**config.mk**
```make
export PLATFORM = sky130hd
export DESIGN_NAME = gremlin_ram
export DESIGN_NICKNAME = d
export VERILOG_FILES = /design/src/hdl/gremlin_ram.sv
export SDC_FILE = /design/constraint.sdc
export NUM_CORES = 2
export LEC_CHECK = 0
export BUFFER_PORTS_ARGS = -buffer_cell sky130_fd_sc_hd__clkbuf_2
export CORE_MARGIN = 2
export CORE_UTILIZATION = 27
export DETAILED_ROUTE_END_ITERATION = 16
export PLACE_DENSITY_LB_ADDON = 0.08
export SKIP_CTS_REPAIR_TIMING = 1
export SLEW_MARGIN = 15
export SYNTH_ARGS = -nofsm -noshare
export SYNTH_HDL_FRONTEND = slang
export SYNTH_SLANG_ARGS = --single-unit
```
**constraint.sdc**
```tcl
create_clock -name CLK -period 2.7 [get_ports CLK]
set_clock_uncertainty 0.05 [all_clocks]
set_input_delay 0.135 -clock CLK [delete_from_list [all_inputs] [get_ports CLK]]
set_output_delay 0.135 -clock CLK [all_outputs]
set_load 0.03 [all_outputs]
```
**src/hdl/gremlin_ram.sv**
```systemverilog
`timescale 1ns/1ps

module gremlin_ram #(
  parameter int  ADDR_W    = 8,
  parameter type payload_t = logic [15:0]
) (
  input  logic              CLK,
  input  logic              re_i,
  input  logic [ADDR_W-1:0] raddr_i,
  output payload_t          rdata_o,
  input  logic              we_i,
  input  logic [ADDR_W-1:0] waddr_i,
  input  payload_t          wdata_i
);

  payload_t mem_q [2**ADDR_W];

  always_ff @(posedge CLK)
  begin
    if (we_i)
      mem_q[waddr_i] <= wdata_i;
  end

  // read on the same edge as a write to that word returns the old word
  always_ff @(posedge CLK)
  begin
    if (re_i)
      rdata_o <= mem_q[raddr_i];  // holds while re_i is low
  end

endmodule

```
==> reports/qor.yml <==
clocking:
  ctsHtreeMaxLevel: 5
  cts_sinks: 4112
  cts_tree: "done"
  numCtsBuffers: 469
  worst_skew_pair.late_latency_ns: 1.05
  cts-root-buf: "clkbuf_16"
  clkTransAtPathRegs_ns: 0.06
  cts.path.max_buffers: 4
setup_path:
  crit_arrival_ns: 3.50
  cp-startpoint: "mem_q[54][6]$_DFFE_PP_"
  r2r_end: "rdata_o[6]$_DFFE_PP_"
  ff2ff_setup_slack_ns: -0.09
  critical_path_required_ns: 3.41
  startpoint_type: "register"
  crit_path_end: "rdata_o[6]$_DFFE_PP_"
  path_max_fanout: 1
  r2r_cells: 5
  setup.worst_path.class: "reg -> reg"
  r2r_start: "mem_q[54][6]$_DFFE_PP_"
  end_kind: "register"
logic_synthesis:
  synth-edff-count: 4112
  syn_nets: 7395
  synth_area_per_cell_um2: 21.6
  yosysWarnings: 0
  synth_area_leader_cell: "edfxtp_1"
  ys_seq_elements: 4112
  synth_area_um2: 159000
  yosysMostFrequentCell: "edfxtp_1"
  synth_flop_cell: "edfxtp_1"
  ys_types: 51
  synth_commonest_cells: "edfxtp_1 (4,112), mux4_2 (797), mux2i_1 (565)"
  async_flop_share_pct: 0
  synth_area_leaders: "edfxtp_1 (78%), mux4_2 (11%), mux2i_1 (3.6%), o221ai_1 (1.4%), nor2_1 (0.72%)"
  netlist_instances: 7360
  synth-seq-area-share_pct: 77.7
  yosysTopAreaCellShare_pct: 77.7
timing:
  hold_viol: 0
  slew_violations: 0
  rsz0062_at_grt: "true"
  period_share_pct: 103
  tns_ns: -0.0898
  fmaxAchievable_ghz: 0.358
  max_slew_margin_pct: 18.1
  hold_ws_ns: 0.0593
  tightest_slew_ns: 1.22
  finalSetupViolCount: 1
  setup_slack_ns: -0.0898
  min_period_ns: 2.79
hold_path:
  min_path_type: "in -> reg"
  hold_path_depth: 5
  worstHoldStart: "waddr_i[0]"
grt:
  grt_util_all_layers_pct: 18.0
  grt_overflow: 0
  antenna_found_initial: 43
  grt_max_degree: 89
  grt_pass1_wl_um: 740000
  grt_pass1_vias: 84200
routing:
  vias: 80800
  drc: 0
  drt_first_pass_iters: 5
  wire_per_inst_um: 32.3
  drt.antenna.violating_nets: 0
  drt_iter0_drc: 7750
  vias_per_cell: 4.78
  routed_wl_um: 545000
floorplan:
  pin_count: 51
  die_w_um: 771
  die_area_um2: 595000
  floorplan.initialDensity_pct: 27.1
  core-area_um2: 586000
  die_h_um: 771
  placementRows: 281
power_and_ir_drop:
  power_density_nw_per_um2: 719
  swShare_pct: 22.7
  p_switching_mw: 31.8
  ir_worst_vdd_mv: 0.540
  combinationalPowerShare_pct: 6.2
  p_int_mw: 108
  power_leakage_nw: 62.5
  power_frac_seq_pct: 50.4
  clkPwrFrac_pct: 43.5
outcome:
  status: "finished with violations"
  violations: "setup timing"
job:
  drv_cap: 0
cells_and_area:
  synthToLayoutAreaGrowth_pct: 22.7
  final_layout_size_suffix_gt1_share_pct: 34.4
  nNetsFinal: 8750
place:
  gp_congestion: 0.820
  dpl.hpwl_um: 354000
  dp_slack_ns: -1.29
  portBuffers: 50
[registers in the layout, indices dropped and copies added (netlist names)]
register and cells:
mem_q 4096, rdata_o 16
[worst max-delay path: stages (launching register included)]
cell      delay [ns]
edfxtp_1        0.37
mux4_2          0.47
mux4_2          0.52
a22o_4          0.34
o32ai_4         0.61
nor4_2          0.11
[worst min-delay path by stage]
stage | to
after floorplan | mem_q[0][0]$_DFFE_PP_
after global placement | mem_q[95][15]$_DFFE_PP_
after detailed placement | mem_q[95][15]$_DFFE_PP_
after CTS | mem_q[94][15]$_DFFE_PP_
after global routing | mem_q[167][7]$_DFFE_PP_
final | mem_q[211][0]$_DFFE_PP_
[power groups by stage]
| stage | Combinational, mW | Clock (mW) | Sequential [mW] |
|---|---|---|---|
| floorplan | 3.47 | 0 | 71.9 |
| global placement | 8.67 | 0 | 71.9 |
| detailed placement | 8.74 | 0 | 71.9 |
| CTS | 8.76 | 62.8 | 70.6 |
| global route | 9.13 | 65.1 | 70.5 |
| finish | 8.63 | 60.9 | 70.6 |
[placed cells by master (no fill, tap or decap), types with 17 or more instances in the layout]
cell type,count
o21ai_0,36
buf_12,240
a22oi_1,32
a211oi_1,18
clkbuf_1,105
nand4_1,26
a22o_1,17
nor2_2,183
nor3_2,18
o221ai_1,252
buf_8,19
dlygate4sd3_1,20
a21oi_1,174
nor3_1,73
clkinv_1,110
bufinv_16,28
clkbuf_16,471
clkinv_2,92
buf_4,1017
mux2_2,83
edfxtp_1,4112
nand2_1,32
mux4_2,797
mux2i_1,565
nand3_1,26
o22ai_1,148
nor2_1,120
a221oi_1,21
clkbuf_2,29
[stage by stage]
step	std cells	instance area, µm²	util (%)	power (mW)
floorplan	7360	159000	-	75.3
global route	16900	195000	33.3	145
CTS	16900	194000	33.2	142
global placement	16000	180000	30.7	80.6
finish	16900	195000	33.3	140
detailed placement	16000	180000	30.7	80.6
[metal layers]
layer	vias to the layer above	routed length [µm]	part of all wire, %	global-route usage [%]
met2	1813	264000	48	30.2
met4	6	11100	2.0	3.56
met1	44300	248000	46	25.4
li1	34100	-	-	-
met5	-	37	0.0068	0
met3	567	21400	3.9	1.99
[layout make-up]
cell class                      instances  area (µm²)
Fill cell                           55600      391000
Clock buffer                          576       12200
Multi-Input combinational cell       2792       33800
Antenna cell                           15        37.5
Tap cell                             7782        9740
Clock inverter                        270        2390
Timing Repair Buffer                 1336       13200
Sequential cell                      4112      123000
Inverter                                4        27.5
[cell families (layout without fill, tap and decap cells)]
group | count (synthesis) | in the layout | synth area share [%]
simple gates | 556 | 556 | 1.57
flops | 4112 | 4112 | 77.7
compound gates | 786 | 786 | 3.53
mux | 1450 | 1450 | 15.5
buf+inv | 456 | 2186 | 1.69
other cells | 0 | 15 | 0
Power figures use the tool's default switching activity.
