**config.mk**
```make
export PLATFORM = sky130hd
export DESIGN_NAME = gremlin_host_port_flat
export DESIGN_NICKNAME = d
export VERILOG_FILES = /design/src/hdl/gremlin_pkg.sv /design/src/hdl/gremlin_mem_if.sv /design/src/hdl/gremlin_host_port.sv /design/src/flat_wrapper.sv
export SDC_FILE = /design/constraint.sdc
export NUM_CORES = 1
export LEC_CHECK = 0
export BUFFER_PORTS_ARGS = -buffer_cell sky130_fd_sc_hd__buf_4
export CORE_MARGIN = 4
export CORE_UTILIZATION = 40
export DETAILED_ROUTE_END_ITERATION = 10
export PLACE_DENSITY = 0.77
export SYNTH_ARGS = -nofsm -noshare
export SYNTH_HDL_FRONTEND = slang
export SYNTH_SLANG_ARGS = --single-unit
export TNS_END_PERCENT = 50
```
**constraint.sdc**
```tcl
create_clock -name CLK -period 4.65 [get_ports CLK]
set_input_delay 0.465 -clock CLK [delete_from_list [all_inputs] [get_ports CLK]]
set_output_delay 0.465 -clock CLK [all_outputs]
set_load 0.02 [all_outputs]
```
**src/hdl/gremlin_pkg.sv**
```systemverilog
package gremlin_pkg;

  parameter int ADDR_W     = 8;  // program and data memory
  parameter int HOST_WORDS = 4;  // words per host write burst

  typedef logic [15:0] word_t;

  // ------------------------------------------------------------
  // instruction encoding
  // ------------------------------------------------------------
  typedef enum logic [3:0] {
    OP_ADD    = 4'h0,  // carry in 0
    OP_ADC1   = 4'h1,  // carry in 1
    OP_ADDC   = 4'h2,  // carry in from last add
    OP_LDIN   = 4'h5,
    OP_HALT   = 4'h6,
    OP_STORE  = 4'h8,
    OP_OUT    = 4'ha,
    OP_SETIDX = 4'hc,
    OP_AND    = 4'hd,
    OP_OR     = 4'he,
    OP_XOR    = 4'hf
  } op_e;

  typedef struct packed {
    logic       branch;   // taken when acc is nonzero
    logic [1:0] osel;
    logic       indexed;  // address is index + imm
    op_e        op;
    logic [7:0] imm;
  } instr_t;

  // operand select codes, the upper two need no memory read
  parameter logic [1:0] OSEL_MEM  = 2'd0;
  parameter logic [1:0] OSEL_INV  = 2'd1;
  parameter logic [1:0] OSEL_ZERO = 2'd2;
  parameter logic [1:0] OSEL_ONES = 2'd3;

  parameter instr_t INSTR_NOP = instr_t'(16'h4700);  // zero operand, op 7

endpackage

```
**src/hdl/gremlin_mem_if.sv**
```systemverilog
`timescale 1ns/1ps

interface mem_port_if;
  import gremlin_pkg::*;

  logic              re;
  logic [ADDR_W-1:0] raddr;
  word_t             rdata;
  logic              we;
  logic [ADDR_W-1:0] waddr;
  word_t             wdata;

  // sequencer issues addresses, datapath moves the data
  modport seq_mp (output re, raddr, we, waddr);
  modport dp_mp  (output wdata, input rdata);
  modport arb_mp (input re, raddr, we, waddr, wdata, output rdata);

endinterface

```
**src/hdl/gremlin_host_port.sv**
```systemverilog
`timescale 1ns/1ps

module gremlin_host_port (
  input  logic                           CLK,
  input  logic                           RST,
  input  logic                           host_read_i,
  input  logic                           host_write_i,
  input  logic [3:0]                     host_addr_i,
  input  logic [63:0]                    host_wdata_i,
  output logic [31:0]                    host_rdata_o,
  output logic                           host_read_ack_o,
  output logic                           host_write_ack_o,
  output logic                           host_busy_o,
  output logic                           prog_we_o,
  output logic [gremlin_pkg::ADDR_W-1:0] prog_waddr_o,
  output gremlin_pkg::instr_t            prog_wdata_o,
  mem_port_if.arb_mp                     mem,
  output logic                           ram_re_o,
  output logic [gremlin_pkg::ADDR_W-1:0] ram_raddr_o,
  input  gremlin_pkg::word_t             ram_rdata_i,
  output logic                           ram_we_o,
  output logic [gremlin_pkg::ADDR_W-1:0] ram_waddr_o,
  output gremlin_pkg::word_t             ram_wdata_o
);
  import gremlin_pkg::*;

  logic              write_q, read_q;  // strobe history
  logic              wr_start, rd_start;
  logic              wr_act, rd_act;
  logic [1:0]        wr_cnt, rd_cnt;
  logic [3:0]        addr_q;
  logic [63:0]       wdata_q;
  word_t             host_word;
  logic [ADDR_W-1:0] host_waddr, host_raddr;
  logic [ADDR_W-1:0] seq_raddr_q;      // last sequencer read
  logic              host_dwe, restore;

  assign wr_start    = host_write_i && !write_q;
  assign rd_start    = host_read_i && !read_q;
  assign host_busy_o = wr_act || rd_act;

  // ------------------------------------------------------------
  // address and data of the burst word
  // ------------------------------------------------------------
  assign host_word  = wdata_q[(HOST_WORDS - 1 - wr_cnt) * 16 +: 16];  // msw first
  assign host_waddr = ADDR_W'({addr_q[2:0], wr_cnt});
  assign host_dwe   = wr_act && !addr_q[3];
  // last read cycle puts the sequencer's operand back on the ram output
  assign restore    = rd_act && (rd_cnt == 2'd2);
  assign host_raddr = restore ? seq_raddr_q : ADDR_W'({addr_q[2:0], 1'b0, rd_cnt[0]});

  assign prog_we_o    = wr_act && addr_q[3];
  assign prog_waddr_o = host_waddr;
  assign prog_wdata_o = instr_t'(host_word);

  // host first on the data ram
  assign ram_re_o    = rd_act || mem.re;
  assign ram_raddr_o = rd_act ? host_raddr : mem.raddr;
  assign ram_we_o    = host_dwe || mem.we;
  assign ram_waddr_o = host_dwe ? host_waddr : mem.waddr;
  assign ram_wdata_o = host_dwe ? host_word : mem.wdata;
  assign mem.rdata   = ram_rdata_i;

  always_ff @(posedge CLK)
  begin
    if (!RST)
    begin
      write_q          <= 1'b1;  // no burst from a strobe held through reset
      read_q           <= 1'b1;
      wr_act           <= 1'b0;
      rd_act           <= 1'b0;
      wr_cnt           <= '0;
      rd_cnt           <= '0;
      host_write_ack_o <= 1'b0;
      host_read_ack_o  <= 1'b0;
      seq_raddr_q      <= '0;
    end
    else
    begin
      write_q          <= host_write_i;
      read_q           <= host_read_i;
      host_write_ack_o <= 1'b0;
      host_read_ack_o  <= 1'b0;
      if (wr_start)
      begin
        wr_act <= 1'b1;
        wr_cnt <= '0;
      end
      else if (wr_act)
      begin
        wr_cnt <= wr_cnt + 1'b1;
        if (wr_cnt == 2'(HOST_WORDS - 1))
        begin
          wr_act           <= 1'b0;
          host_write_ack_o <= 1'b1;
        end
      end
      if (rd_start)
      begin
        rd_act <= 1'b1;
        rd_cnt <= '0;
      end
      else if (rd_act)
      begin
        rd_cnt <= rd_cnt + 1'b1;
        if (restore)
        begin
          rd_act          <= 1'b0;
          host_read_ack_o <= 1'b1;
        end
      end
      if (mem.re)
        seq_raddr_q <= mem.raddr;
    end
  end

  always_ff @(posedge CLK)
  begin
    if (wr_start || rd_start)
      addr_q <= host_addr_i;
    if (wr_start)
      wdata_q <= host_wdata_i;
    if (rd_act && (rd_cnt == 2'd1))
      host_rdata_o[15:0] <= ram_rdata_i;   // word 4a
    if (restore)
      host_rdata_o[31:16] <= ram_rdata_i;  // word 4a+1
  end

  // both bursts share the address latch
  a_no_overlap: assert property (@(posedge CLK) disable iff (!RST)
    !(wr_act && rd_act));

  a_write_ack: assert property (@(posedge CLK) disable iff (!RST)
    (wr_start && !wr_act && !rd_act) |-> ##5 host_write_ack_o);

endmodule

```
**src/flat_wrapper.sv**
```systemverilog
// flat-port wrapper written by rule: the top's interface ports become plain ports
module gremlin_host_port_flat import gremlin_pkg::*;
  (CLK, RST, host_read_i, host_write_i, host_addr_i, host_wdata_i, host_rdata_o, host_read_ack_o, host_write_ack_o, host_busy_o, prog_we_o, prog_waddr_o, prog_wdata_o, ram_re_o, ram_raddr_o, ram_rdata_i, ram_we_o, ram_waddr_o, ram_wdata_o, mem_re, mem_raddr, mem_we, mem_waddr, mem_wdata, mem_rdata);
  mem_port_if mem_i ();
  input  logic CLK;
  input  logic RST;
  input  logic host_read_i;
  input  logic host_write_i;
  input  logic [3:0] host_addr_i;
  input  logic [63:0] host_wdata_i;
  output logic [31:0] host_rdata_o;
  output logic host_read_ack_o;
  output logic host_write_ack_o;
  output logic host_busy_o;
  output logic prog_we_o;
  output logic [gremlin_pkg::ADDR_W-1:0] prog_waddr_o;
  output gremlin_pkg::instr_t prog_wdata_o;
  output logic ram_re_o;
  output logic [gremlin_pkg::ADDR_W-1:0] ram_raddr_o;
  input  gremlin_pkg::word_t ram_rdata_i;
  output logic ram_we_o;
  output logic [gremlin_pkg::ADDR_W-1:0] ram_waddr_o;
  output gremlin_pkg::word_t ram_wdata_o;
  input wire logic [$bits(mem_i.re)-1:0] mem_re;
  input wire logic [$bits(mem_i.raddr)-1:0] mem_raddr;
  input wire logic [$bits(mem_i.we)-1:0] mem_we;
  input wire logic [$bits(mem_i.waddr)-1:0] mem_waddr;
  input wire logic [$bits(mem_i.wdata)-1:0] mem_wdata;
  output wire logic [$bits(mem_i.rdata)-1:0] mem_rdata;
  assign mem_i.re = mem_re;
  assign mem_i.raddr = mem_raddr;
  assign mem_i.we = mem_we;
  assign mem_i.waddr = mem_waddr;
  assign mem_i.wdata = mem_wdata;
  assign mem_rdata = mem_i.rdata;
  gremlin_host_port u_core (.CLK(CLK), .RST(RST), .host_read_i(host_read_i), .host_write_i(host_write_i), .host_addr_i(host_addr_i), .host_wdata_i(host_wdata_i), .host_rdata_o(host_rdata_o), .host_read_ack_o(host_read_ack_o), .host_write_ack_o(host_write_ack_o), .host_busy_o(host_busy_o), .prog_we_o(prog_we_o), .prog_waddr_o(prog_waddr_o), .prog_wdata_o(prog_wdata_o), .mem(mem_i), .ram_re_o(ram_re_o), .ram_raddr_o(ram_raddr_o), .ram_rdata_i(ram_rdata_i), .ram_we_o(ram_we_o), .ram_waddr_o(ram_waddr_o), .ram_wdata_o(ram_wdata_o));
endmodule
```
==> results.py <==
metrics = {
    "outcome": {
        "outcome": "completed",
    },
    "logic_synthesis": {
        "synth_top_area_cell": "edfxtp_1",
        "syn_inst": 268,
        "synth_top_cells_by_count": "edfxtp_1, buf_4, dfxtp_1, mux2_2, mux2i_1",
        "syn-cell-area_mm2": 0.00476,
        "yosysTopAreaCellShare_pct": 63.1,
        "synth_edf_count": 100,
        "ys_types": 30,
        "netlist_top_cells_area": "edfxtp_1, dfxtp_1, mux4_1, buf_4, mux4_2",
        "synth_seq_area_share_pct": 70.6,
        "syn_area_per_cell_um2": 17.8,
        "async_flop_share_pct": 0,
        "yosysWarningCount": 0,
        "ys.flop_type": "edfxtp_1",
        "yosysMostFrequentCell": "edfxtp_1",
        "ys_seq_elements": 118,
    },
    "min_path": {
        "whs_endpoint": "u_core.wdata_q[36]",
        "min-delay-start": "host_wdata_i[36]",
        "min_path_type": "input pin to register",
        "hold-path-cell-count": 1,
    },
    "drt": {
        "wl_met3_mm": 1.08,
        "vias": 3044,
        "drt-pass1-iter-count": 4,
        "drc_errors": 0,
        "met1_length_mm": 4.02,
        "wl_mm": 11.1,
        "dr.max_layer_used": "met4",
        "drt_first_iter_violations": 103,
        "viasPerCell": 4.76,
        "antenna_left": 0,
        "wire_per_inst_um": 17.3,
        "wl_met2_mm": 5.86,
    },
    "critical_path": {
        "startpoint_type": "register",
        "cpMostUsedCell": "buf_4",
        "cp_max_fo": 15,
        "cp_top_family": "flip-flops",
        "cp_slowest_cell": "dfxtp_1",
        "r2r_end": "u_core.wdata_q[61]",
        "crit_arrival_ps": 2710,
        "reg2regPathDepth": 2,
        "r2r_start": "u_core.write_q",
        "setup.worst_path.start": "u_core.wr_cnt[0]",
        "crit_type": "register to primary output",
        "r2r_setup_slack_ps": 2690,
        "cp-end-kind": "primary output",
        "crit_buf_inv": 2,
        "max_stage_delay_ps": 930,
        "required_ps": 4180,
        "path_cells": "buf_4 -> mux4_1 -> mux2_2 -> buf_4",
    },
    "sta": {
        "setup_viol": 0,
        "finalHoldViolations": 0,
        "max_slew_margin_pct": 37.0,
        "max_freq_mhz": 315,
        "slew_viol_final": 0,
        "post-route-min-period_ps": 3180,
        "tightest_slew_ps": 944,
        "timing.setup.tns_ps": 0,
        "skew_ps": 9.49,
        "rsz0062_at_grt": "no",
        "fin_crit_sh_pct": 68.4,
    },
    "finish": {
        "nets": 609,
        "layout-drive-gt1-share_pct": 59.6,
        "n_fill_cell": 882,
        "diodes": 0,
        "stdcell_area_mm2": 0.00709,
        "syn_to_final_growth_pct": 48.9,
    },
    "global_routing": {
        "grt_start_max_net_pins": 37,
        "overflow": 0,
        "first_global_vias": 3153,
        "antenna_found_initial": 0,
        "grt_usage_pct": 15.9,
        "grt_first_pass_wirelength_mm": 16.1,
    },
    "placement": {
        "postPlaceCellArea_mm2": 0.00644,
        "port_buffers": 228,
        "dp_hpwl_mm": 8.39,
        "place_congestion": 0.720,
    },
    "floorplanning": {
        "coreArea_mm2": 0.0115,
        "start_util_pct": 41.4,
        "die-area_mm2": 0.0137,
        "die_w_um": 117,
        "io_pins": 232,
        "die_h_um": 117,
        "rows": 39,
    },
    "cts": {
        "hold_buffers": 0,
        "ctsHtreeMaxLevel": 4,
        "cts.clk_slew.worst_paths_ps": 60,
        "post_cts.repair.setup_buffers": 0,
        "clock_sinks": 118,
        "cts_made_buffers": 17,
        "clk_latency_ps": 400,
        "cts_tree": "built",
        "root_buffer": "clkbuf_16",
        "clock_path_buffers": 2,
        "ctsResizeCount": 0,
    },
    "pwr": {
        "leakagePower_uw": 0.00293,
        "power_uw": 2890,
        "power_density_mw_per_mm2": 408,
        "irDropWorstVdd_uv": 249,
    },
    "flow_run": {
        "drv_cap": 0,
    },
}
[layer usage]
metal / vias up / track usage (%)
met3: 8 / 7.46
met5: - / 0
met4: 0 / 5.28
met2: 160 / 28.1
li1: 1431 / -
met1: 1445 / 16.6
[kinds of logic after synthesis]
logic type,synth area share (%)
AOI/OAI and AO/OA,1.31
xor gates and xnor gates,0.368
adders and majority gates,0.788
buffers and inverters,5.78
DFF,70.6
muxes,16.5
other,0.0787
and+or+nand+nor,4.52
[state kept, by name, indices dropped and copies added, names as in the netlist]
register and cells:
u_core.rd_act 1, u_core.wr_cnt 2, u_core.wr_act 1, u_core.addr_q 4, u_core.rd_cnt 2, u_core.host_rdata_o 32, u_core.wdata_q 64, u_core.write_q 1
u_core.host_read_ack_o 1, u_core.host_write_ack_o 1, u_core.read_q 1, u_core.seq_raddr_q 8
[stage by stage]
step | hold slack, ps | cells | worst slack [ps] | utilization [%]
final | 237 | 640 | 1470 | 61.6
after global routing | 212 | 640 | 1320 | 61.6
after CTS | 220 | 640 | 1390 | 61.6
after detailed placement | 485 | 608 | 1820 | 55.9
after global placement | 474 | 608 | 1850 | 55.9
after floorplan | 460 | 270 | 424 | -
[how the worst max path moves through the flow]
stage / endpoint / slack [ps] / cells past startpoint
floorplan: u_core.addr_q[0] / 420 / 2
global placement: ram_wdata_o[15] / 1850 / 4
detailed placement: ram_wdata_o[6] / 1820 / 4
CTS: ram_wdata_o[15] / 1390 / 4
global route: ram_wdata_o[15] / 1320 / 4
finish: ram_wdata_o[15] / 1470 / 4
[layout by cell type, fill, tap and decap left out]
master     Yosys  layout
inv_6          0       3
nor2b_1        8       6
o21ai_0        4       4
clkinv_2       0       2
a21oi_1        4       4
conb_1         1       3
clkinv_1       0       1
mux2i_1       13      13
clkbuf_16      0      17
and2_1         3       3
buf_4         24     230
a211oi_1       1       1
mux2_4         8       8
nand2_1        1       1
nor2b_4        0       2
bufinv_16      0       5
edfxtp_1     100     100
mux4_1         8       8
nor3b_1        1       1
clkinv_4       0       4
nand2b_1       4       4
nand3_1        4       4
or2_2          4       4
nor3_1         4       4
xnor2_1        2       2
o21a_1         2       2
ha_1           3       3
nor2_1        12      12
dfxtp_1       18      18
mux4_2         8       8
mux2_2        13      13
inv_1          7       7
[report_power, final]
| group | total [µW] | internal, µW | switching (µW) |
|---|---|---|---|
| Clock | 1420 | 955 | 461 |
| Sequential | 1200 | 1180 | 17.3 |
| Combinational | 284 | 156 | 128 |
[area by class of cell]
type | count | area [µm²] | area share [%]
multi-input combinational | 110 | 1150 | 16.2
sequential | 118 | 3360 | 47.4
clock inverter | 15 | 225 | 3.18
inverter | 7 | 26.3 | 0.371
clock buffer | 17 | 425 | 6.00
timing repair buffer | 230 | 1730 | 24.3
tap | 143 | 179 | 2.52
Power figures use the tool's default switching activity.
