[config.mk]
export PLATFORM = sky130hd
export DESIGN_NAME = gremlin_carousel
export DESIGN_NICKNAME = d
export VERILOG_FILES = /design/src/hdl/gremlin_carousel.sv
export SDC_FILE = /design/constraint.sdc
export NUM_CORES = 1
export LEC_CHECK = 0
export BUFFER_PORTS_ARGS = -buffer_cell sky130_fd_sc_hd__buf_2
export CELL_PAD_IN_SITES_DETAIL_PLACEMENT = 1
export CELL_PAD_IN_SITES_GLOBAL_PLACEMENT = 1
export CORE_MARGIN = 2
export CORE_UTILIZATION = 38
export CTS_CLUSTER_SIZE = 16
export DETAILED_ROUTE_END_ITERATION = 10
export GPL_TIMING_DRIVEN = 0
export PLACE_DENSITY_LB_ADDON = 0.08
export SYNTH_ARGS = -nofsm -noshare
export SYNTH_HDL_FRONTEND = slang
export SYNTH_SLANG_ARGS = --single-unit
[constraint.sdc]
create_clock -name CLK -period 1.35 [get_ports CLK]
set_input_delay 0.405 -clock CLK [delete_from_list [all_inputs] [get_ports CLK]]
set_output_delay 0.405 -clock CLK [all_outputs]
set_load 0.01 [all_outputs]
[src/hdl/gremlin_carousel.sv]
`timescale 1ns/1ps

module gremlin_carousel #(
  parameter int SLOT_LEN = 192
) (
  input  logic CLK,
  input  logic RST,
  input  logic host_busy_i,
  output logic refresh_o
);

  localparam int SLOT_W = $clog2(SLOT_LEN);

  logic [SLOT_W-1:0] slot;
  logic [3:0]        frame;
  logic [1:0]        refresh_req, refresh_ack;  // pending when they differ
  logic              slot_wrap, refresh_due;

  assign slot_wrap   = (slot == SLOT_W'(SLOT_LEN - 1));
  assign refresh_due = (slot == '0) && frame[0];  // odd frames only

  always_ff @(posedge CLK)
  begin
    if (!RST)
    begin
      slot        <= '0;
      frame       <= '0;
      refresh_req <= '0;
      refresh_ack <= '0;
      refresh_o   <= 1'b0;
    end
    else
    begin
      if (slot_wrap)
      begin
        slot  <= '0;
        frame <= frame + 1'b1;
      end
      else
        slot <= slot + 1'b1;

      if (refresh_due)
        refresh_req <= refresh_req + 1'b1;

      // one toggle per request, held off by host bursts
      if ((refresh_req != refresh_ack) && !host_busy_i)
      begin
        refresh_ack <= refresh_ack + 1'b1;
        refresh_o   <= !refresh_o;
      end
    end
  end

endmodule

==> out/qor.txt, run 1 <==
Status: finished with violations
Failing checks: setup timing
Post-CTS Hold Fix Bufs: 0
Non-Filler Instances: 101
Total clock sinks: 14
Pre-antenna DRT Iters: 4
Finish-stage setup viols: 5
Cell area power density: 985 nW/um^2
Layout Nets: 91
Layout area overhead: 24.4%
MaxCap Viol Count: 0
Syn Inst Count: 73
Syn avg cell area: 8.86 sq um
Die ar.: 2050 sq um
Setup ws final: -136 ps
Peak Freq: 0.673 GHz
Global route total overflow: 0
Total CTS buffers: 3
IO Port Bufs: 3
Worst slew margin: 75.3%
Sequential area share after synthesis: 43.3%
Num rows: 14
Detailed-route DRC error count: 0
Clock Path Buffers: 2
Hold WS: 438 ps
Critical Path Sink Type: flop
IO Count: 4
Post-synth ARST share: 0%
Largest cells by area after synthesis: dfxtp_1 (43%), a21oi_1 (6.2%), xnor2_1 (4.1%)
Vias: 561
Mapped Nets: 78
Fin Setup TNS: -411 ps
CP max FO: 4
Effective utilization at floorplan: 41.5%
Worst EP required: 1570 ps
Hold Fails Final Rpt: 0
Cell area after synthesis: 647 sq um
Routability cong.: 0.712
Vias in the first global route: 576
Period minus WS final: 1490 ps
Post-detailed-route count of antenna-violating nets: 0
Share of cells above drive strength 1: 29.4%
Crit path DAT: 1710 ps
H-tree levels: 1
Initial antenna violation count: 0
Clk root buf: clkbuf_4
Pre-CTS setup slack: -132 ps
Drt wl/cell: 14.7 microns
Hold WC Path Type: in -> reg
DR iter-0 viols: 5
Post-synth EDFFs: 0
Tot Pwr: 792 uW
CTS tree: done
Placed cell count: 92
Yosys cell types: 21
First-pass GRT wire length: 2.47 mm
Die width: 45.3 microns
Post-DP HPWL: 1.02 mm
Clk_lat worst skew: 280 ps
Clock Pin Slew Worst Setup and Hold Paths: 90 ps
#FFs+latches synth: 14
Kind of critical path: reg -> reg
Worst slew pin tran: 368 ps
Largest net degree at the start of global routing: 9
Period utilization: 110%
Startpoint Class: flop
Via density: 5.55
Cell taking the most area after synthesis: dfxtp_1
Die Y: 45.3 microns
Synth top area share: 43.3%
RSZ-0062 raised after global routing: true
Leak: 0.272 nW
DRT Wirelength: 1.49 mm
Primary FF master, synth: dfxtp_1
Slew Viols, Final: 0
Largest voltage drop on the vdd net: 497 uV
YS warnings: 0
Worst clock skew: 1.79 ps
Core Region: 1560 sq um
ANT cells: 0
Total track usage: 17.4%
-- flip-flops by register name, indices dropped and copies added (netlist names) --
register and cells:
refresh_ack 2, refresh_req 2, frame 1, slot 8
refresh_o 1
-- cells in the mapped netlist, types with 2 or more instances --
library cell / number
a21oi_1: 8
nor2_1: 5
nand2_1: 5
xnor2_1: 3
o31ai_1: 3
inv_1: 5
nand3_1: 5
or3_1: 2
or4_1: 3
nand2b_1: 4
xor2_1: 2
ha_1: 2
dfxtp_1: 14
o21ai_0: 4
mux2i_1: 2
-- metrics by stage --
step                util, %  cell area, sq um
global placement       45.1               703
global route           51.6               805
detailed placement     45.1               703
finish                 51.6               805
floorplan                 -               668
CTS                    50.2               783
-- timing repair --
action                                  CTS  global route
gates cloned                              0             0
pin swaps                                 2             0
buffers inserted                          4             1
endpoints found under the setup margin    9             9
resized for setup                         5             4
-- cells by family after synthesis --
logic type / after synthesis / share of synthesized area [%]
DFF: 14 / 43.3
adders and majority gates: 2 / 3.87
muxes: 2 / 3.09
and+or+nand+nor: 28 / 25.0
buffers and inverters: 5 / 2.90
AOI/OAI and AO/OA: 17 / 15.1
xor gates and xnor gates: 5 / 6.77
-- final cells by class --
type / instances / area, sq um
fillers: 182 / 754
flip-flops and latches: 14 / 294
repair buffers: 8 / 52.6
clock buffers: 4 / 36.3
inverters: 5 / 18.8
well taps: 16 / 20.0
multi-input cells: 54 / 383
-- cell usage in the layout (no fill, tap or decap) --
cell       count
clkbuf_4       3
clkbuf_8       1
o21ai_0        4
a21oi_1        7
inv_1          5
buf_2          3
buf_4          5
nand2b_1       4
mux2i_1        2
or4b_2         1
a21oi_2        1
ha_1           1
nand3_2        1
dfxtp_1        9
o31ai_2        2
dfxtp_2        2
nand3_1        4
o31ai_1        1
nor2_1         5
xnor2_1        3
a31oi_1        1
or4_1          2
nand2_1        5
dfxtp_4        3
nand4bb_1      1
ha_4           1
or4_4          2
nor2b_1        1
xor2_1         2
or3_1          2
a311oi_1       1
-- routing by layer --
layer | part of all wire (%) | track usage (%) | vias up
met1 | 42 | 18.8 | 268
met5 | 0 | 0 | -
li1 | - | - | 286
met3 | 2.1 | 3.60 | 2
met2 | 55 | 30.9 | 5
met4 | 1.1 | 10.6 | 0
-- power breakdown --
part	internal [mW]	switching (mW)	total, mW
sequential	0.420	0.0113	0.432
clock	0.164	0.145	0.309
combinational	0.0252	0.0263	0.0515
-- path summary, 6_finish.rpt --
kind / startpoint / slack [ps] / cells past startpoint / endpoint
worst min-delay path: RST / 440 / 3 / refresh_ack[0]
worst max-delay path: slot[2] / -140 / 3 / refresh_req[1]
worst max register to register: slot[2] / -140 / 3 / refresh_req[1]
worst min register to register: slot[0] / 450 / 1 / slot[0]
-- critical path, cell delays in order (launching register included) --
cell and delay (ps):
dfxtp_4 370, or4_4 520, or4_4 420, a21oi_2 120
Note: power is estimated with default switching activity, not from simulation.
==> run 2, diff against run 1 <==
RECOVER_POWER = 100   (was default)
==> run 2 against run 1 <==
  * The flow still finishes with violations (setup timing)
  * First-iteration DRC count unchanged
  * Highest routed layer unchanged
  * Die area unchanged
  * Flip-flop and latch count unchanged
  * Count of clock-buffer cells in the layout unchanged
  * Global-route usage unchanged
  * Critical endpoint unchanged
  * Register-to-register slack about the same
  * Largest power group unchanged
  * Sequential share of layout area up 0.057 points
  * Critical path depth unchanged
==> out/qor.txt, run 2 (synthesized netlist as in run 1, its figures left out) <==
Share of cells above drive strength 1: 28.2%
Sequential group share of total power: 54.5%
Slowest stage delay, CP: 520 ps
Cell area power density: 986 nW/um^2
DR iter-0 viols: 5
Failing checks: setup timing
Die width: 45.3 microns
Leak: 0.267 nW
Drt wl/cell: 14.7 microns
Peak Freq: 0.673 GHz
Critical Path Sink Type: flop
H-tree levels: 1
Setup ws final: -136 ps
Hold WC Path Type: in -> reg
Crit path DAT: 1710 ps
MaxCap Viol Count: 0
Post-DP HPWL: 1.02 mm
Via density: 5.55
Die Y: 45.3 microns
Hold WS: 438 ps
Clock Path Buffers: 2
Clock Pin Slew Worst Setup and Hold Paths: 90 ps
Core Region: 1560 sq um
Final Cell Area: 803 sq um
Worst slew pin tran: 368 ps
IO Port Bufs: 3
Number of flip-flops in the largest register: 8
ANT cells: 0
Routability cong.: 0.712
Clk_lat worst skew: 280 ps
Hold Fails Final Rpt: 0
Buf/Inv on CP: 0
Largest net degree at the start of global routing: 9
Vias in the first global route: 576
Global route total overflow: 0
Effective utilization at floorplan: 41.5%
Post-CTS Hold Fix Bufs: 0
Total clock sinks: 14
Final Util: 51.5%
Sw Share: 23.1%
Die ar.: 2050 sq um
Post-detailed-route count of antenna-violating nets: 0
DRT Wirelength: 1.49 mm
Tot Pwr: 792 uW
Layout area overhead: 24.2%
Worst clock skew: 1.79 ps
Num rows: 14
Period utilization: 110%
Vias: 561
Largest Register: slot
Slew Viols, Final: 0
Worst slew margin: 75.3%
Clock power frac: 39.0%
CTS tree: done
Status: finished with violations
Startpoint Class: flop
RSZ-0062 raised after global routing: true
Initial antenna violation count: 0
Layout Nets: 91
Total CTS buffers: 3
Largest voltage drop on the vdd net: 497 uV
Total track usage: 17.4%
Placed cell count: 92
CP max-delay cell: or4_4
Logic pwr share: 6.5%
IO Count: 4
Non-Filler Instances: 101
Placed Area: 703 sq um
Period minus WS final: 1490 ps
Crit path cell chain: or4_4 -> or4_4 -> a21oi_2
Net switching power figure: 183 uW
Worst EP required: 1570 ps
Clk root buf: clkbuf_4
CP max FO: 4
Regs by FF count: slot x8, refresh_ack x2, refresh_req x2
Most frequent cells in the layout: dfxtp_1 (9), a21oi_1 (7)
Most used cell, CP: or4_4
Most common cell after layout, fill and taps aside: dfxtp_1
Internal Power: 609 uW
Family with the most delay on the worst path: simple AND/OR/NAND/NOR gates
Kind of critical path: reg -> reg
Finish-stage setup viols: 5
Pre-antenna DRT Iters: 4
Detailed-route DRC error count: 0
First-pass GRT wire length: 2.47 mm
-- run 2: cell count changes in the layout (fill, tap and decap cells not counted) --
cell | before | now
buf_2 | 3 | 2
clkbuf_1 | 0 | 1
-- run 2: power by group through the flow --
stage | clock network, mW | logic [mW] | registers, mW
6_report | 0.309 | 0.0514 | 0.432
5_1_grt | 0.336 | 0.0582 | 0.434
4_1_cts | 0.314 | 0.0511 | 0.432
3_5_place_dp | 0 | 0.0406 | 0.445
3_3_place_gp | 0 | 0.0398 | 0.445
2_1_floorplan | 0 | 0.0275 | 0.443
-- run 2: per-layer routing --
layer  wire, microns  vias to the layer above  GRT usage (%)
met5               0                        -              0
li1                -                      286              -
met1             624                      268           18.8
met3              31                        2           3.60
met4              17                        0           10.6
met2             813                        5           30.9
-- run 2: worst min-delay path, delay by kind of cell --
kind | cells | cell delay (ps)
and+or+nand+nor | 1 | 70
buffers and inverters | 1 | 140
muxes | 1 | 60
-- run 2: cell type report --
class	count	area (sq um)
fillers	183	756
repair buffers	8	51.3
flip-flops and latches	14	294
well taps	16	20.0
multi-input cells	54	383
inverters	5	18.8
clock buffers	4	36.3
-- run 2: worst paths after layout --
path | startpoint | endpoint | slack (ps) | cells after the start
worst max register to register | slot[2] | refresh_req[1] | -140 | 3
worst min register to register | slot[0] | slot[0] | 450 | 1
worst max-delay path | slot[2] | refresh_req[1] | -140 | 3
worst min-delay path | RST | refresh_ack[0] | 440 | 3
-- run 2: stage by stage --
| step | setup WS [ps] | TNS [ps] |
|---|---|---|
| 4_1_cts | -122 | -415 |
| 3_3_place_gp | -120 | -673 |
| 6_report | -136 | -411 |
| 2_1_floorplan | -72.7 | -72.7 |
| 3_5_place_dp | -132 | -819 |
| 5_1_grt | -178 | -839 |
-- run 2: repair_timing --
item,CTS,global route
endpoints found under the hold margin,0,0
buffers inserted,4,1
pin swaps,2,0
resized for setup,5,4
endpoints found under the setup margin,9,9
==> run 3, diff against run 2 <==
--- a/config.mk
+++ b/config.mk
@@ -19,2 +19,3 @@
 export SYNTH_HDL_FRONTEND = slang
 export SYNTH_SLANG_ARGS = --single-unit
+export TNS_END_PERCENT = 1
==> constraint.sdc (replaced) <==
create_clock -name CLK -period 1.35 [get_ports CLK]
set_input_delay 0.135 -clock CLK [delete_from_list [all_inputs] [get_ports CLK]]
set_output_delay 0.135 -clock CLK [all_outputs]
set_load 0.01 [all_outputs]
==> run 3 against run 2 <==
  * The flow still finishes with violations (setup timing)
  * Flip-flop and latch count stayed put
  * Hold slack got worse by 270 ps
  * Worst setup slack improved by 12 ps
  * Non-clock buffer count decreased by 3
  * Sequential share of layout area grew 2.0 points
  * Final area decreased by 5.1%
  * First-iteration DRC count shrank 100%
==> out/qor.txt, run 3 (synthesized netlist as in run 1, its figures left out) <==
Status: finished with violations
Failing checks: setup timing
Logic pwr share: 6.8%
DR iter-0 viols: 0
Crit path DAT: 1680 ps
Largest voltage drop on the vdd net: 657 uV
Via density: 5.60
Finish-stage setup viols: 3
Total clock sinks: 14
Critical Path Sink Type: flop
Total CTS buffers: 3
Filler cells: 190
Most frequent cells in the layout: dfxtp_1 (9), a21oi_1 (8), inv_1 (5), nand2_1 (5), nor2_1 (5)
Leak: 0.242 nW
Clock Pin Slew Worst Setup and Hold Paths: 80 ps
First-pass GRT wire length: 2.18 mm
Tot Pwr: 705 uW
DRT Wirelength: 1.28 mm
CP max FO: 5
IO Port Bufs: 3
Regs by FF count: slot x8, refresh_ack x2, refresh_req x2
Effective utilization at floorplan: 41.5%
Setup ws final: -124 ps
Pre-antenna DRT Iters: 1
Worst EP required: 1560 ps
Core Region: 1560 sq um
Clock Path Buffers: 2
Detailed-route DRC error count: 0
Sw Share: 22.5%
Num rows: 14
Hold WC Path Type: in -> reg
Peak Freq: 0.678 GHz
Vias in the first global route: 525
Pre-CTS setup slack: -223 ps
Final Util: 48.9%
Most common cell after layout, fill and taps aside: dfxtp_1
Period utilization: 109%
Worst slew margin: 75.5%
Global route total overflow: 0
Number of flip-flops in the largest register: 8
Worst slew pin tran: 365 ps
Hold Fails Final Rpt: 0
Kind of critical path: reg -> reg
Post-DP HPWL: 924 microns
Total track usage: 15.0%
Initial antenna violation count: 0
Internal Power: 546 uW
Layout area overhead: 17.8%
Routability cong.: 0.688
Period minus WS final: 1470 ps
Layout Nets: 88
MaxCap Viol Count: 0
Startpoint Class: flop
IO Count: 4
Largest Register: slot
Share of cells above drive strength 1: 21.0%
CTS tree: done
Sequential group share of total power: 61.2%
Clk_lat worst skew: 270 ps
Vias: 543
Cell area power density: 925 nW/um^2
Post-CTS Hold Fix Bufs: 0
Post-detailed-route count of antenna-violating nets: 0
Die width: 45.3 microns
Largest net degree at the start of global routing: 9
Clk root buf: clkbuf_4
RSZ-0062 raised after global routing: true
Slew Viols, Final: 0
Register Area: 294 sq um
Net switching power figure: 159 uW
ANT cells: 0
Die ar.: 2050 sq um
Die Y: 45.3 microns
H-tree levels: 1
Worst clock skew: 3.39 ps
Multi-input logic area: 378 sq um
Drt wl/cell: 13.2 microns
Clock power frac: 31.9%
==> run 3: cell count changes in the layout (fill, tap and decap cells not counted), sizes merged <==
| cell | previous run | this run |
|---|---|---|
| buf | 7 | 4 |
| clkbuf | 5 | 4 |
==> run 3: final cells by class <==
type / instances / area share [%]
multi-input cells: 54 / 49.6
flip-flops and latches: 14 / 38.6
repair buffers: 5 / 3.78
clock buffers: 3 / 2.96
well taps: 16 / 2.63
inverters: 5 / 2.46
==> run 3: critical path, stage by stage, from the launching register on <==
cell,delay [ps]
dfxtp_2,350
or4_4,550
or4_1,400
a21oi_1,120
==> run 3: power by group through the flow <==
stage          registers, mW  logic, mW  clock network, mW
2_1_floorplan          0.439     0.0263                  0
3_3_place_gp           0.441     0.0388                  0
3_5_place_dp           0.442     0.0393                  0
4_1_cts                0.431     0.0439              0.240
5_1_grt                0.433     0.0553              0.256
6_report               0.432     0.0482              0.225
==> run 3: what timing repair did <==
| action | CTS | global route |
|---|---|---|
| gates cloned | 0 | 0 |
| setup buffers | 1 | 1 |
| resized for setup | 6 | 5 |
| pin swaps | 1 | 4 |
| setup endpoints to repair | 9 | 9 |
==> run 3: path summary, 6_finish.rpt <==
check / startpoint / depth (start not counted) / slack, ps / to
setup / recovery: slot[5] / 3 / -120 / refresh_req[1]
hold / removal: RST / 3 / 170 / refresh_o
setup reg to reg: slot[5] / 3 / -120 / refresh_req[1]
hold reg to reg: slot[0] / 1 / 460 / slot[0]
==> run 3: per-stage QoR <==
stage          instance area (sq um)  std cells  hold slack, ps  setup TNS, ps
5_1_grt                          762         97             180           -453
2_1_floorplan                    653         73             281           -133
3_5_place_dp                     688         92             455          -1430
4_1_cts                          732         96             162           -598
6_report                         762         97             167           -218
3_3_place_gp                     688         92             440          -1370
==> run 3: per-layer routing <==
| metal | routed length (microns) | GRT usage (%) |
|---|---|---|
| met1 | 580 | 15.8 |
| met2 | 653 | 26.9 |
| met3 | 28 | 6.00 |
| met4 | 15 | 5.29 |
| met5 | 0 | 0 |
