## src/hdl/gremlin_pkg.sv

```systemverilog
package gremlin_pkg;

  parameter int ADDR_W     = 8;  // program and data memory
  parameter int HOST_WORDS = 4;  // words per host write burst

  typedef logic [15:0] word_t;

  // ------------------------------------------------------------
  // instruction encoding
  // ------------------------------------------------------------
  typedef enum logic [3:0] {
    OP_ADD    = 4'h0,  // carry in 0
    OP_ADC1   = 4'h1,  // carry in 1
    OP_ADDC   = 4'h2,  // carry in from last add
    OP_LDIN   = 4'h5,
    OP_HALT   = 4'h6,
    OP_STORE  = 4'h8,
    OP_OUT    = 4'ha,
    OP_SETIDX = 4'hc,
    OP_AND    = 4'hd,
    OP_OR     = 4'he,
    OP_XOR    = 4'hf
  } op_e;

  typedef struct packed {
    logic       branch;   // taken when acc is nonzero
    logic [1:0] osel;
    logic       indexed;  // address is index + imm
    op_e        op;
    logic [7:0] imm;
  } instr_t;

  // operand select codes, the upper two need no memory read
  parameter logic [1:0] OSEL_MEM  = 2'd0;
  parameter logic [1:0] OSEL_INV  = 2'd1;
  parameter logic [1:0] OSEL_ZERO = 2'd2;
  parameter logic [1:0] OSEL_ONES = 2'd3;

  parameter instr_t INSTR_NOP = instr_t'(16'h4700);  // zero operand, op 7

endpackage

```

## src/hdl/gremlin_mem_if.sv

```systemverilog
`timescale 1ns/1ps

interface mem_port_if;
  import gremlin_pkg::*;

  logic              re;
  logic [ADDR_W-1:0] raddr;
  word_t             rdata;
  logic              we;
  logic [ADDR_W-1:0] waddr;
  word_t             wdata;

  // sequencer issues addresses, datapath moves the data
  modport seq_mp (output re, raddr, we, waddr);
  modport dp_mp  (output wdata, input rdata);
  modport arb_mp (input re, raddr, we, waddr, wdata, output rdata);

endinterface

```

## src/hdl/gremlin_seq.sv

```systemverilog
`timescale 1ns/1ps

module gremlin_seq (
  input  logic                           CLK,
  input  logic                           RST,
  input  logic                           run_i,
  input  logic                           host_busy_i,
  output logic [gremlin_pkg::ADDR_W-1:0] prog_raddr_o,
  output logic                           prog_re_o,
  input  gremlin_pkg::instr_t            prog_rdata_i,
  mem_port_if.seq_mp                     mem,
  output logic                           adv_o,
  output gremlin_pkg::instr_t            instr_op_o,
  output gremlin_pkg::instr_t            instr_ex_o,
  input  logic                           acc_nz_i,
  input  logic [gremlin_pkg::ADDR_W-1:0] index_i,
  output logic                           done_o
);
  import gremlin_pkg::*;

  logic [ADDR_W-1:0] pc;                // address of the fetched word
  logic [ADDR_W-1:0] addr_fe, addr_op, addr_ex;
  logic              take_branch;

  assign adv_o       = run_i && !host_busy_i && !done_o;
  assign take_branch = instr_ex_o.branch && acc_nz_i;  // two delay slots

  // ------------------------------------------------------------
  // fetch
  // ------------------------------------------------------------
  // while stopped, keep word 0 on the program ram output
  assign prog_raddr_o = !run_i ? '0 : (take_branch ? instr_ex_o.imm : pc + 1'b1);
  assign prog_re_o    = adv_o || !run_i;

  // data address is formed at fetch and travels with the instruction
  assign addr_fe = prog_rdata_i.indexed ? index_i + prog_rdata_i.imm : prog_rdata_i.imm;

  assign mem.re    = adv_o && !prog_rdata_i.osel[1];  // zero and ones skip the read
  assign mem.raddr = addr_fe;
  assign mem.we    = adv_o && (instr_ex_o.op == OP_STORE);
  assign mem.waddr = addr_ex;

  always_ff @(posedge CLK)
  begin
    if (!RST || !run_i)
    begin
      pc         <= '0;
      instr_op_o <= INSTR_NOP;
      instr_ex_o <= INSTR_NOP;
      done_o     <= 1'b0;
    end
    else if (adv_o)
    begin
      pc         <= prog_raddr_o;
      instr_op_o <= prog_rdata_i;
      instr_ex_o <= instr_op_o;
      if (instr_ex_o.op == OP_HALT)
        done_o <= 1'b1;                 // stops on this edge
    end
  end

  always_ff @(posedge CLK)
  begin
    if (adv_o)
    begin
      addr_op <= addr_fe;
      addr_ex <= addr_op;
    end
  end

  // a stalled fetch keeps its word on the program ram output
  a_stall_hold: assert property (@(posedge CLK) disable iff (!RST)
    (run_i && !adv_o) |=> $stable(prog_rdata_i));

endmodule

```

## src/flat_wrapper.sv

```systemverilog
// flat-port wrapper written by rule: the top's interface ports become plain ports
module gremlin_seq_flat import gremlin_pkg::*;
  (CLK, RST, run_i, host_busy_i, prog_raddr_o, prog_re_o, prog_rdata_i, adv_o, instr_op_o, instr_ex_o, acc_nz_i, index_i, done_o, mem_re, mem_raddr, mem_we, mem_waddr);
  mem_port_if mem_i ();
  input  logic CLK;
  input  logic RST;
  input  logic run_i;
  input  logic host_busy_i;
  output logic [gremlin_pkg::ADDR_W-1:0] prog_raddr_o;
  output logic prog_re_o;
  input  gremlin_pkg::instr_t prog_rdata_i;
  output logic adv_o;
  output gremlin_pkg::instr_t instr_op_o;
  output gremlin_pkg::instr_t instr_ex_o;
  input  logic acc_nz_i;
  input  logic [gremlin_pkg::ADDR_W-1:0] index_i;
  output logic done_o;
  output wire logic [$bits(mem_i.re)-1:0] mem_re;
  output wire logic [$bits(mem_i.raddr)-1:0] mem_raddr;
  output wire logic [$bits(mem_i.we)-1:0] mem_we;
  output wire logic [$bits(mem_i.waddr)-1:0] mem_waddr;
  assign mem_re = mem_i.re;
  assign mem_raddr = mem_i.raddr;
  assign mem_we = mem_i.we;
  assign mem_waddr = mem_i.waddr;
  gremlin_seq u_core (.CLK(CLK), .RST(RST), .run_i(run_i), .host_busy_i(host_busy_i), .prog_raddr_o(prog_raddr_o), .prog_re_o(prog_re_o), .prog_rdata_i(prog_rdata_i), .mem(mem_i), .adv_o(adv_o), .instr_op_o(instr_op_o), .instr_ex_o(instr_ex_o), .acc_nz_i(acc_nz_i), .index_i(index_i), .done_o(done_o));
endmodule
```

## config.mk

```make
export PLATFORM = sky130hd
export DESIGN_NAME = gremlin_seq_flat
export DESIGN_NICKNAME = d
export VERILOG_FILES = /design/src/hdl/gremlin_pkg.sv /design/src/hdl/gremlin_mem_if.sv /design/src/hdl/gremlin_seq.sv /design/src/flat_wrapper.sv
export SDC_FILE = /design/constraint.sdc
export NUM_CORES = 1
export LEC_CHECK = 0
export BUFFER_PORTS_ARGS = -buffer_cell sky130_fd_sc_hd__buf_2
export CAP_MARGIN = 20
export CORE_MARGIN = 1
export CORE_UTILIZATION = 50
export DETAILED_ROUTE_END_ITERATION = 10
export GPL_ROUTABILITY_DRIVEN = 0
export PLACE_DENSITY = 0.89
export SETUP_SLACK_MARGIN = 0.1
export SYNTH_ARGS = -nofsm -noshare
export SYNTH_HDL_FRONTEND = slang
export SYNTH_SLANG_ARGS = --single-unit
```

## constraint.sdc

```tcl
create_clock -name CLK -period 2 [get_ports CLK]
set_input_delay 0.2 -clock CLK [delete_from_list [all_inputs] [get_ports CLK]]
set_output_delay 0.2 -clock CLK [all_outputs]
set_load 0.01 [all_outputs]
```

==> flow_summary.json, run 1 <==
{
  "reg2reg_slack_ns": 0.53,
  "boundaryPins": 90,
  "grt_pass1_wl_mm": 9.804,
  "p_leak_nw": 1.502,
  "maxCapViolCount": 0,
  "worstSetupEndpointType": "output port",
  "postRouteAntennaNets": 0,
  "drive_gt1_share_pct": 36.02,
  "dp_hpwl_mm": 4.268,
  "setup_viol": 0,
  "pwr-share-seq_pct": 50.2,
  "drt_iter0_markers": 122,
  "p_sw_w": 0.0006281,
  "internal_power_w": 0.001831,
  "cts_root_buffer": "clkbuf_8",
  "cts_tree": "yes",
  "p_clk_share_pct": 34.9,
  "synth_top_area_share_pct": 31.49,
  "ys_seq_elements": 57,
  "antenna_cells": 0,
  "final_hold_viol_count": 0,
  "synth-main-ff-cell": "dfxtp_1",
  "arrival_ns": 1.67,
  "io_buffers": 89,
  "async_flop_share_pct": 0,
  "worst_hold_slack_ns": 0.08706,
  "via_per_inst": 5.401,
  "crit_buf_inv": 1,
  "cp_slowest_cell": "dfxtp_4",
  "multiInputGateArea_sq_um": 1316,
  "worstSetupPathType": "reg -> out",
  "synth_edf_count": 16,
  "power.total_w": 0.002459,
  "swShare_pct": 25.54,
  "fp.dieH_um": 74.20,
  "vdd_drop_max_v": 0.0004347,
  "rsz0062_at_grt": "yes",
  "grt_max_degree": 43,
  "die_w_um": 74.20,
  "path_clk_slew_ns": 0.06,
  "status": "finished, final reports clean",
  "clk_latency_ns": 0.33,
  "synth.avg_cell_area_sq_um": 8.865,
  "path_cells": "ha_4 -> and3_4 -> nand3_2 -> xor2_1 -> nand2_1 -> and3b_1 -> buf_2",
  "syn_inst": 294,
  "htree_levels": 3,
  "drcViolationCount": 0,
  "tightest_slew_ns": 0.4262,
  "hold_class": "in -> reg",
  "antenna_found_initial": 0,
  "fin_util_pct": 71.51,
  "via_count": 2506,
  "rows": 25,
  "final_nets": 431,
  "path_max_fanout": 4,
  "dr.pass1.iters": 4,
  "startpoint_type": "flop",
  "clockBufferDepth": 2,
  "pwr-share-comb_pct": 14.9,
  "pwr_density_cell_nw_per_um2": 704.7,
  "nFillCells": 406,
  "finalCritPeriodShare_pct": 93.48,
  "grt_pass1_vias": 2245,
  "cts_buffers": 9,
  "syn_nets": 332,
  "cpPeakStageDelay_ns": 0.37,
  "cts_sinks": 57,
  "cp.required_ns": 1.80,
  "critPathTopFamily": "simple AND/OR/NAND/NOR gates",
  "max_freq_mhz": 534.9,
  "startpoint": "u_core.pc[1]$_SDFFE_PP0P_",
  "grt_overflow": 0,
  "yosys.area.top_type": "dfxtp_1",
  "fin_skew_ns": 0.006142,
  "initial_utilization_pct": 53.41,
  "design_area_sq_um": 3490,
  "dieArea_sq_um": 5505,
  "ff_latch_area_sq_um": 1306,
  "yosysSeqAreaShare_pct": 49.93,
  "placed_area_sq_um": 3136,
  "r2r-start": "u_core.pc[1]$_SDFFE_PP0P_",
  "ys_types": 50,
  "synth_area_leaders": "dfxtp_1 (31%), edfxtp_1 (18%), nand2_1 (12%)",
  "hp-start": "prog_rdata_i[10]",
  "min_period_ns": 1.870,
  "slew_viol_final": 0,
  "slew_headroom_pct": 71.59,
  "area_growth_pct": 33.89,
  "avgRoutedWirePerCell_um": 13.94,
  "worst_slack_ns": 0.1303,
  "yosys_warnings": 0,
  "core_sq_um": 4880,
  "grt_util_all_layers_pct": 23.64,
  "pre_cts_ws_ns": -0.09085,
  "routed_wl_mm": 6.467,
  "syn-cell-area_sq_um": 2606
}
## synthesized netlist by cell type (2+ instances only)
| library cell | n |
|---|---|
| a21o_1 | 2 |
| edfxtp_1 | 16 |
| nor2_1 | 11 |
| xor2_1 | 4 |
| xnor2_1 | 5 |
| dfxtp_1 | 41 |
| nand4b_1 | 3 |
| o211a_1 | 3 |
| o21ai_0 | 9 |
| o21ai_1 | 3 |
| nor3_1 | 2 |
| buf_2 | 5 |
| mux2_2 | 2 |
| o31a_1 | 2 |
| a21oi_1 | 32 |
| and2_1 | 4 |
| a211oi_1 | 2 |
| clkbuf_1 | 11 |
| a2bb2oi_1 | 2 |
| nand3_1 | 11 |
| inv_1 | 4 |
| nand2_1 | 85 |
| ha_1 | 8 |
## registers in the layout, indices dropped and copies added (netlist names)
signal             cells
u_core.done_o          1
u_core.mem.waddr       8
u_core.instr_ex_o     16
u_core.instr_op_o     16
u_core.addr_op         8
u_core.pc              8
## area by class of cell
type,instances,share of cell area (%)
multi-input cells,214,37.72
flip-flops and latches,57,37.43
repair buffers,106,17.68
clock buffers,14,4.087
well taps,67,2.402
inverters,5,0.5378
clock inverters,1,0.1434
## worst reg2reg max path, cell delays in order (launching register included)
cell     delay [ns]
dfxtp_4        0.37
ha_4           0.13
and3_4         0.20
nand3_2        0.08
xor2_1         0.16
nand2_1        0.08
buf_4          0.15
a32o_1         0.20
## cells by family after synthesis
kind of cell | after synthesis | share of synthesized area, %
compound gates | 68 | 16.51
simple gates | 125 | 20.79
mux | 3 | 1.440
fa+ha+maj | 9 | 4.609
flops | 57 | 49.93
xor+xnor | 9 | 3.024
buf+inv | 23 | 3.696
## path summary, 6_finish.rpt
path,depth (start not counted),endpoint
max,7,prog_raddr_o[6]
min,3,u_core.instr_op_o[10]$_SDFFE_PP1P_
max reg2reg,7,u_core.pc[6]$_SDFFE_PP0P_
min reg2reg,0,u_core.mem.waddr[0]$_DFFE_PP_
## per-stage QoR
stage	cells	setup TNS, ns
final	464	0
after global placement	439	0
after floorplan	294	0
after CTS	459	0
after detailed placement	439	-0.09085
after global routing	464	0
## routing by layer
layer	track usage, %	share of wire, %
met2	42.73	51
met5	0	0
met1	25.92	42
met4	11.32	1.8
met3	5.691	4.8
## power groups by stage
stage          clock network [W]  registers [W]  logic, W
4_1_cts                 0.000868        0.00124  0.000346
3_5_place_dp                   0        0.00126  0.000313
2_1_floorplan                  0        0.00127  0.000183
3_3_place_gp                   0        0.00126  0.000307
5_1_grt                 0.000915        0.00124  0.000399
6_report                0.000859        0.00123  0.000365
## what timing repair did
| action | CTS | global route |
|---|---|---|
| buffers inserted | 5 | 5 |
| resized for setup | 21 | 11 |
| endpoints found under the hold margin | 0 | 0 |
| endpoints found under the setup margin | 4 | 9 |
| pin swaps | 9 | 9 |
| hold buffers | 0 | 0 |
## cells in the final DEF, fill, tap and decap left out, types with 2 or more instances in the layout
cell and n:
buf_2 86, nand2_1 85, dfxtp_1 39, a21oi_1 31, buf_4 16, edfxtp_1 16
nor2_1 11, nand3_1 10, clkbuf_8 9, o21ai_0 7, xnor2_1 5, clkbuf_1 5
xor2_1 4, o21ai_1 4, ha_4 4, o211a_1 3, and2_1 3, inv_1 3
nand4b_1 3, ha_1 3, inv_2 2, o31a_1 2, a2bb2oi_1 2, a21oi_2 2
a211oi_1 2, a21o_1 2, mux2_2 2, buf_12 2
No activity file was read; power rests on OpenSTA's default activity.
==> inputs of run 2 (changes only) <==
--- a/config.mk
+++ b/config.mk
@@ -5,13 +5,14 @@
 export SDC_FILE = /design/constraint.sdc
 export NUM_CORES = 1
 export LEC_CHECK = 0
+export ABC_AREA = 1
 export BUFFER_PORTS_ARGS = -buffer_cell sky130_fd_sc_hd__buf_2
 export CAP_MARGIN = 20
-export CORE_MARGIN = 1
-export CORE_UTILIZATION = 50
+export CORE_UTILIZATION = 52
+export CTS_BUF_LIST = sky130_fd_sc_hd__clkbuf_2
 export DETAILED_ROUTE_END_ITERATION = 10
 export GPL_ROUTABILITY_DRIVEN = 0
-export PLACE_DENSITY = 0.89
+export PLACE_DENSITY = 0.91
 export SETUP_SLACK_MARGIN = 0.1
 export SYNTH_ARGS = -nofsm -noshare
 export SYNTH_HDL_FRONTEND = slang
==> flow_summary.json, run 2 <==
{
  "crit_buf_inv": 2,
  "rows": 25,
  "finalCritPeriodShare_pct": 93.21,
  "cts_sinks": 57,
  "grt_pass1_wl_mm": 10.90,
  "critPathTopFamily": "flip-flops",
  "fin_skew_ns": 0.03708,
  "dieArea_sq_um": 5489,
  "yosys_warnings": 0,
  "yosysSeqAreaShare_pct": 48.15,
  "clockBufferDepth": 2,
  "nFillCells": 364,
  "final_nets": 486,
  "via_per_inst": 5.223,
  "initial_utilization_pct": 55.74,
  "yosysMostFrequentCell": "nand2_1",
  "tightest_slew_ns": 0.3219,
  "path_cells": "ha_4 -> nand2_4 -> o21ai_1 -> nand2_1 -> o21ai_2 -> inv_1 -> buf_2",
  "yosys.area_share.simple_pct": 23.01,
  "placed_area_sq_um": 3178,
  "min_period_ns": 1.864,
  "pwr-share-comb_pct": 16.5,
  "path_clk_slew_ns": 0.20,
  "pwr-share-seq_pct": 53.0,
  "core_sq_um": 4848,
  "die_w_um": 74.09,
  "synthAdderAreaFrac_pct": 4.444,
  "internal_power_w": 0.001679,
  "status": "finished, final reports clean",
  "vdd_drop_max_v": 0.0004095,
  "drt_iter0_markers": 166,
  "final_cell_mix": "buf_2 (89), nand2_1 (66), nor2_1 (45), o21ai_0 (41), inv_1 (39)",
  "boundaryPins": 90,
  "cts_root_buffer": "clkbuf_2",
  "cp_slowest_cell": "dfxtp_2",
  "slew_headroom_pct": 78.41,
  "drcViolationCount": 0,
  "syn-cell-area_sq_um": 2703,
  "grt_overflow": 0,
  "worstSetupEndpointType": "output port",
  "synth-compound-area-share_pct": 13.98,
  "antenna_found_initial": 0,
  "final_common_cell": "buf_2",
  "grt_pass1_vias": 2520,
  "path_max_fanout": 4,
  "max_freq_mhz": 536.4,
  "cp.required_ns": 1.80,
  "grt_max_degree": 48,
  "ys_seq_elements": 57,
  "p_leak_nw": 1.775,
  "syn_inst": 342,
  "final_hold_viol_count": 0,
  "htree_levels": 3,
  "avgRoutedWirePerCell_um": 13.40,
  "synth_top_family_by_area": "simple AND/OR/NAND/NOR gates",
  "drive_gt1_share_pct": 28.92,
  "grt_util_all_layers_pct": 26.62,
  "synth_edf_count": 16,
  "rsz0062_at_grt": "yes",
  "cts_tree": "yes",
  "slew_viol_final": 0,
  "routed_wl_mm": 6.966,
  "syn_nets": 380,
  "synth.avg_cell_area_sq_um": 7.902,
  "dr.pass1.iters": 4,
  "via_count": 2716,
  "ys_top_cells_by_count": "nand2_1 (68), nor2_1 (46), o21ai_0 (45)",
  "fp.dieH_um": 74.09,
  "setup_tns_ns": 0,
  "ys_types": 30,
  "startpoint_type": "flop",
  "swShare_pct": 29.42,
  "p_sw_w": 0.0007000,
  "synth-main-ff-cell": "dfxtp_1",
  "async_flop_share_pct": 0,
  "reg_top3": "u_core.instr_ex_o: 16 flops, u_core.instr_op_o: 16 flops",
  "io_buffers": 89,
  "dp_hpwl_mm": 4.629,
  "design_area_sq_um": 3505,
  "antenna_cells": 0,
  "hold_class": "in -> reg",
  "p_clk_share_pct": 30.5,
  "area_growth_pct": 29.68,
  "maxCapViolCount": 0,
  "synth_area_leaders": "dfxtp_1 (30%), edfxtp_1 (18%), nand2_1 (9.4%)",
  "arrival_ns": 1.66,
  "clk_latency_ns": 0.50,
  "multiInputGateArea_sq_um": 1180,
  "worstSetupPathType": "reg -> out",
  "setup_viol": 0,
  "pwr_density_cell_nw_per_um2": 678.8,
  "cts_buffers": 9,
  "synth_xor_area_share_pct": 0.3241,
  "ff_latch_area_sq_um": 1311,
  "postRouteAntennaNets": 0,
  "synth_top_area_share_pct": 30.37,
  "cpPeakStageDelay_ns": 0.41,
  "yosys.area.top_type": "dfxtp_1",
  "synth.area.mux_share_pct": 0
}
==> run 2: cell types whose count changed after synthesis, sizes merged, moves of 4 or more <==
cell,change
inv,+37
xor2,-4
nand2,-16
o21ai,+33
xnor2,-4
a21oi,-8
nand3,+9
nor2,+37
buf,+4
clkbuf,-9
==> run 2: area by class of cell <==
class	instances	share of cell area [%]
Clock inverter	6	1.642
Timing Repair Buffer	108	18.60
Clock buffer	10	1.428
Tap cell	67	2.392
Sequential cell	57	37.42
Multi-Input combinational cell	229	33.67
Inverter	43	4.855
==> run 2: cells by family after synthesis <==
| family | Yosys count |
|---|---|
| simple gates | 146 |
| compound gates | 73 |
| flops | 57 |
| buf+inv | 56 |
| fa+ha+maj | 9 |
| xor+xnor | 1 |
==> run 2: repair_timing <==
item	in CTS	in global routing
pin swaps	0	5
gates resized for setup	9	16
hold endpoints to repair	14	0
setup buffers	1	1
endpoints found under the setup margin	4	8
hold buffers	14	0
==> run 2: per-layer routing <==
layer  track usage (%)  share of wire, %  vias to the layer above
li1                  -                 -                     1327
met3             6.775               6.4                       25
met5                 0                 0                        -
met4             15.17               3.2                        0
met2             45.86                49                      116
met1             29.91                41                     1248
==> run 2: path summary, 6_finish.rpt <==
kind | start | cells after the start | slack, ns | to
max | u_core.pc[1]$_SDFFE_PP0P_ | 7 | 0.14 | prog_raddr_o[4]
min | prog_rdata_i[14] | 4 | 0.04 | u_core.instr_op_o[14]$_SDFFE_PP1P_
max reg2reg | u_core.pc[1]$_SDFFE_PP0P_ | 6 | 0.81 | u_core.pc[4]$_SDFFE_PP0P_
min reg2reg | u_core.addr_op[5]$_DFFE_PP_ | 0 | 0.43 | u_core.mem.waddr[5]$_DFFE_PP_
==> run 2: per-stage QoR <==
step	power (W)	std cells	setup slack [ns]	utilization, %	hold slack (ns)
after floorplan	0.001509	342	0.4838	-	0.3263
after global placement	0.001626	488	0.3131	65.55	0.4022
after detailed placement	0.001640	488	0.2355	65.55	0.4045
after CTS	0.002370	519	0.07172	71.17	0.02236
after global routing	0.002479	520	0.03348	72.28	0.02229
final	0.002379	520	0.1359	72.28	0.04157
==> run 2: power groups by stage <==
stage / combinational, W / clock, W / sequential (W)
floorplan: 0.000216 / 0 / 0.00129
global placement: 0.000344 / 0 / 0.00128
detailed placement: 0.000356 / 0 / 0.00128
CTS: 0.000381 / 0.000731 / 0.00126
global route: 0.000436 / 0.000778 / 0.00126
finish: 0.000393 / 0.000726 / 0.00126
==> run 2: tightest hold or removal path, stage by stage <==
cell and delay [ns]:
buf_2 0.10, nor2_4 0.04, o21bai_1 0.14, nand2_1 0.05
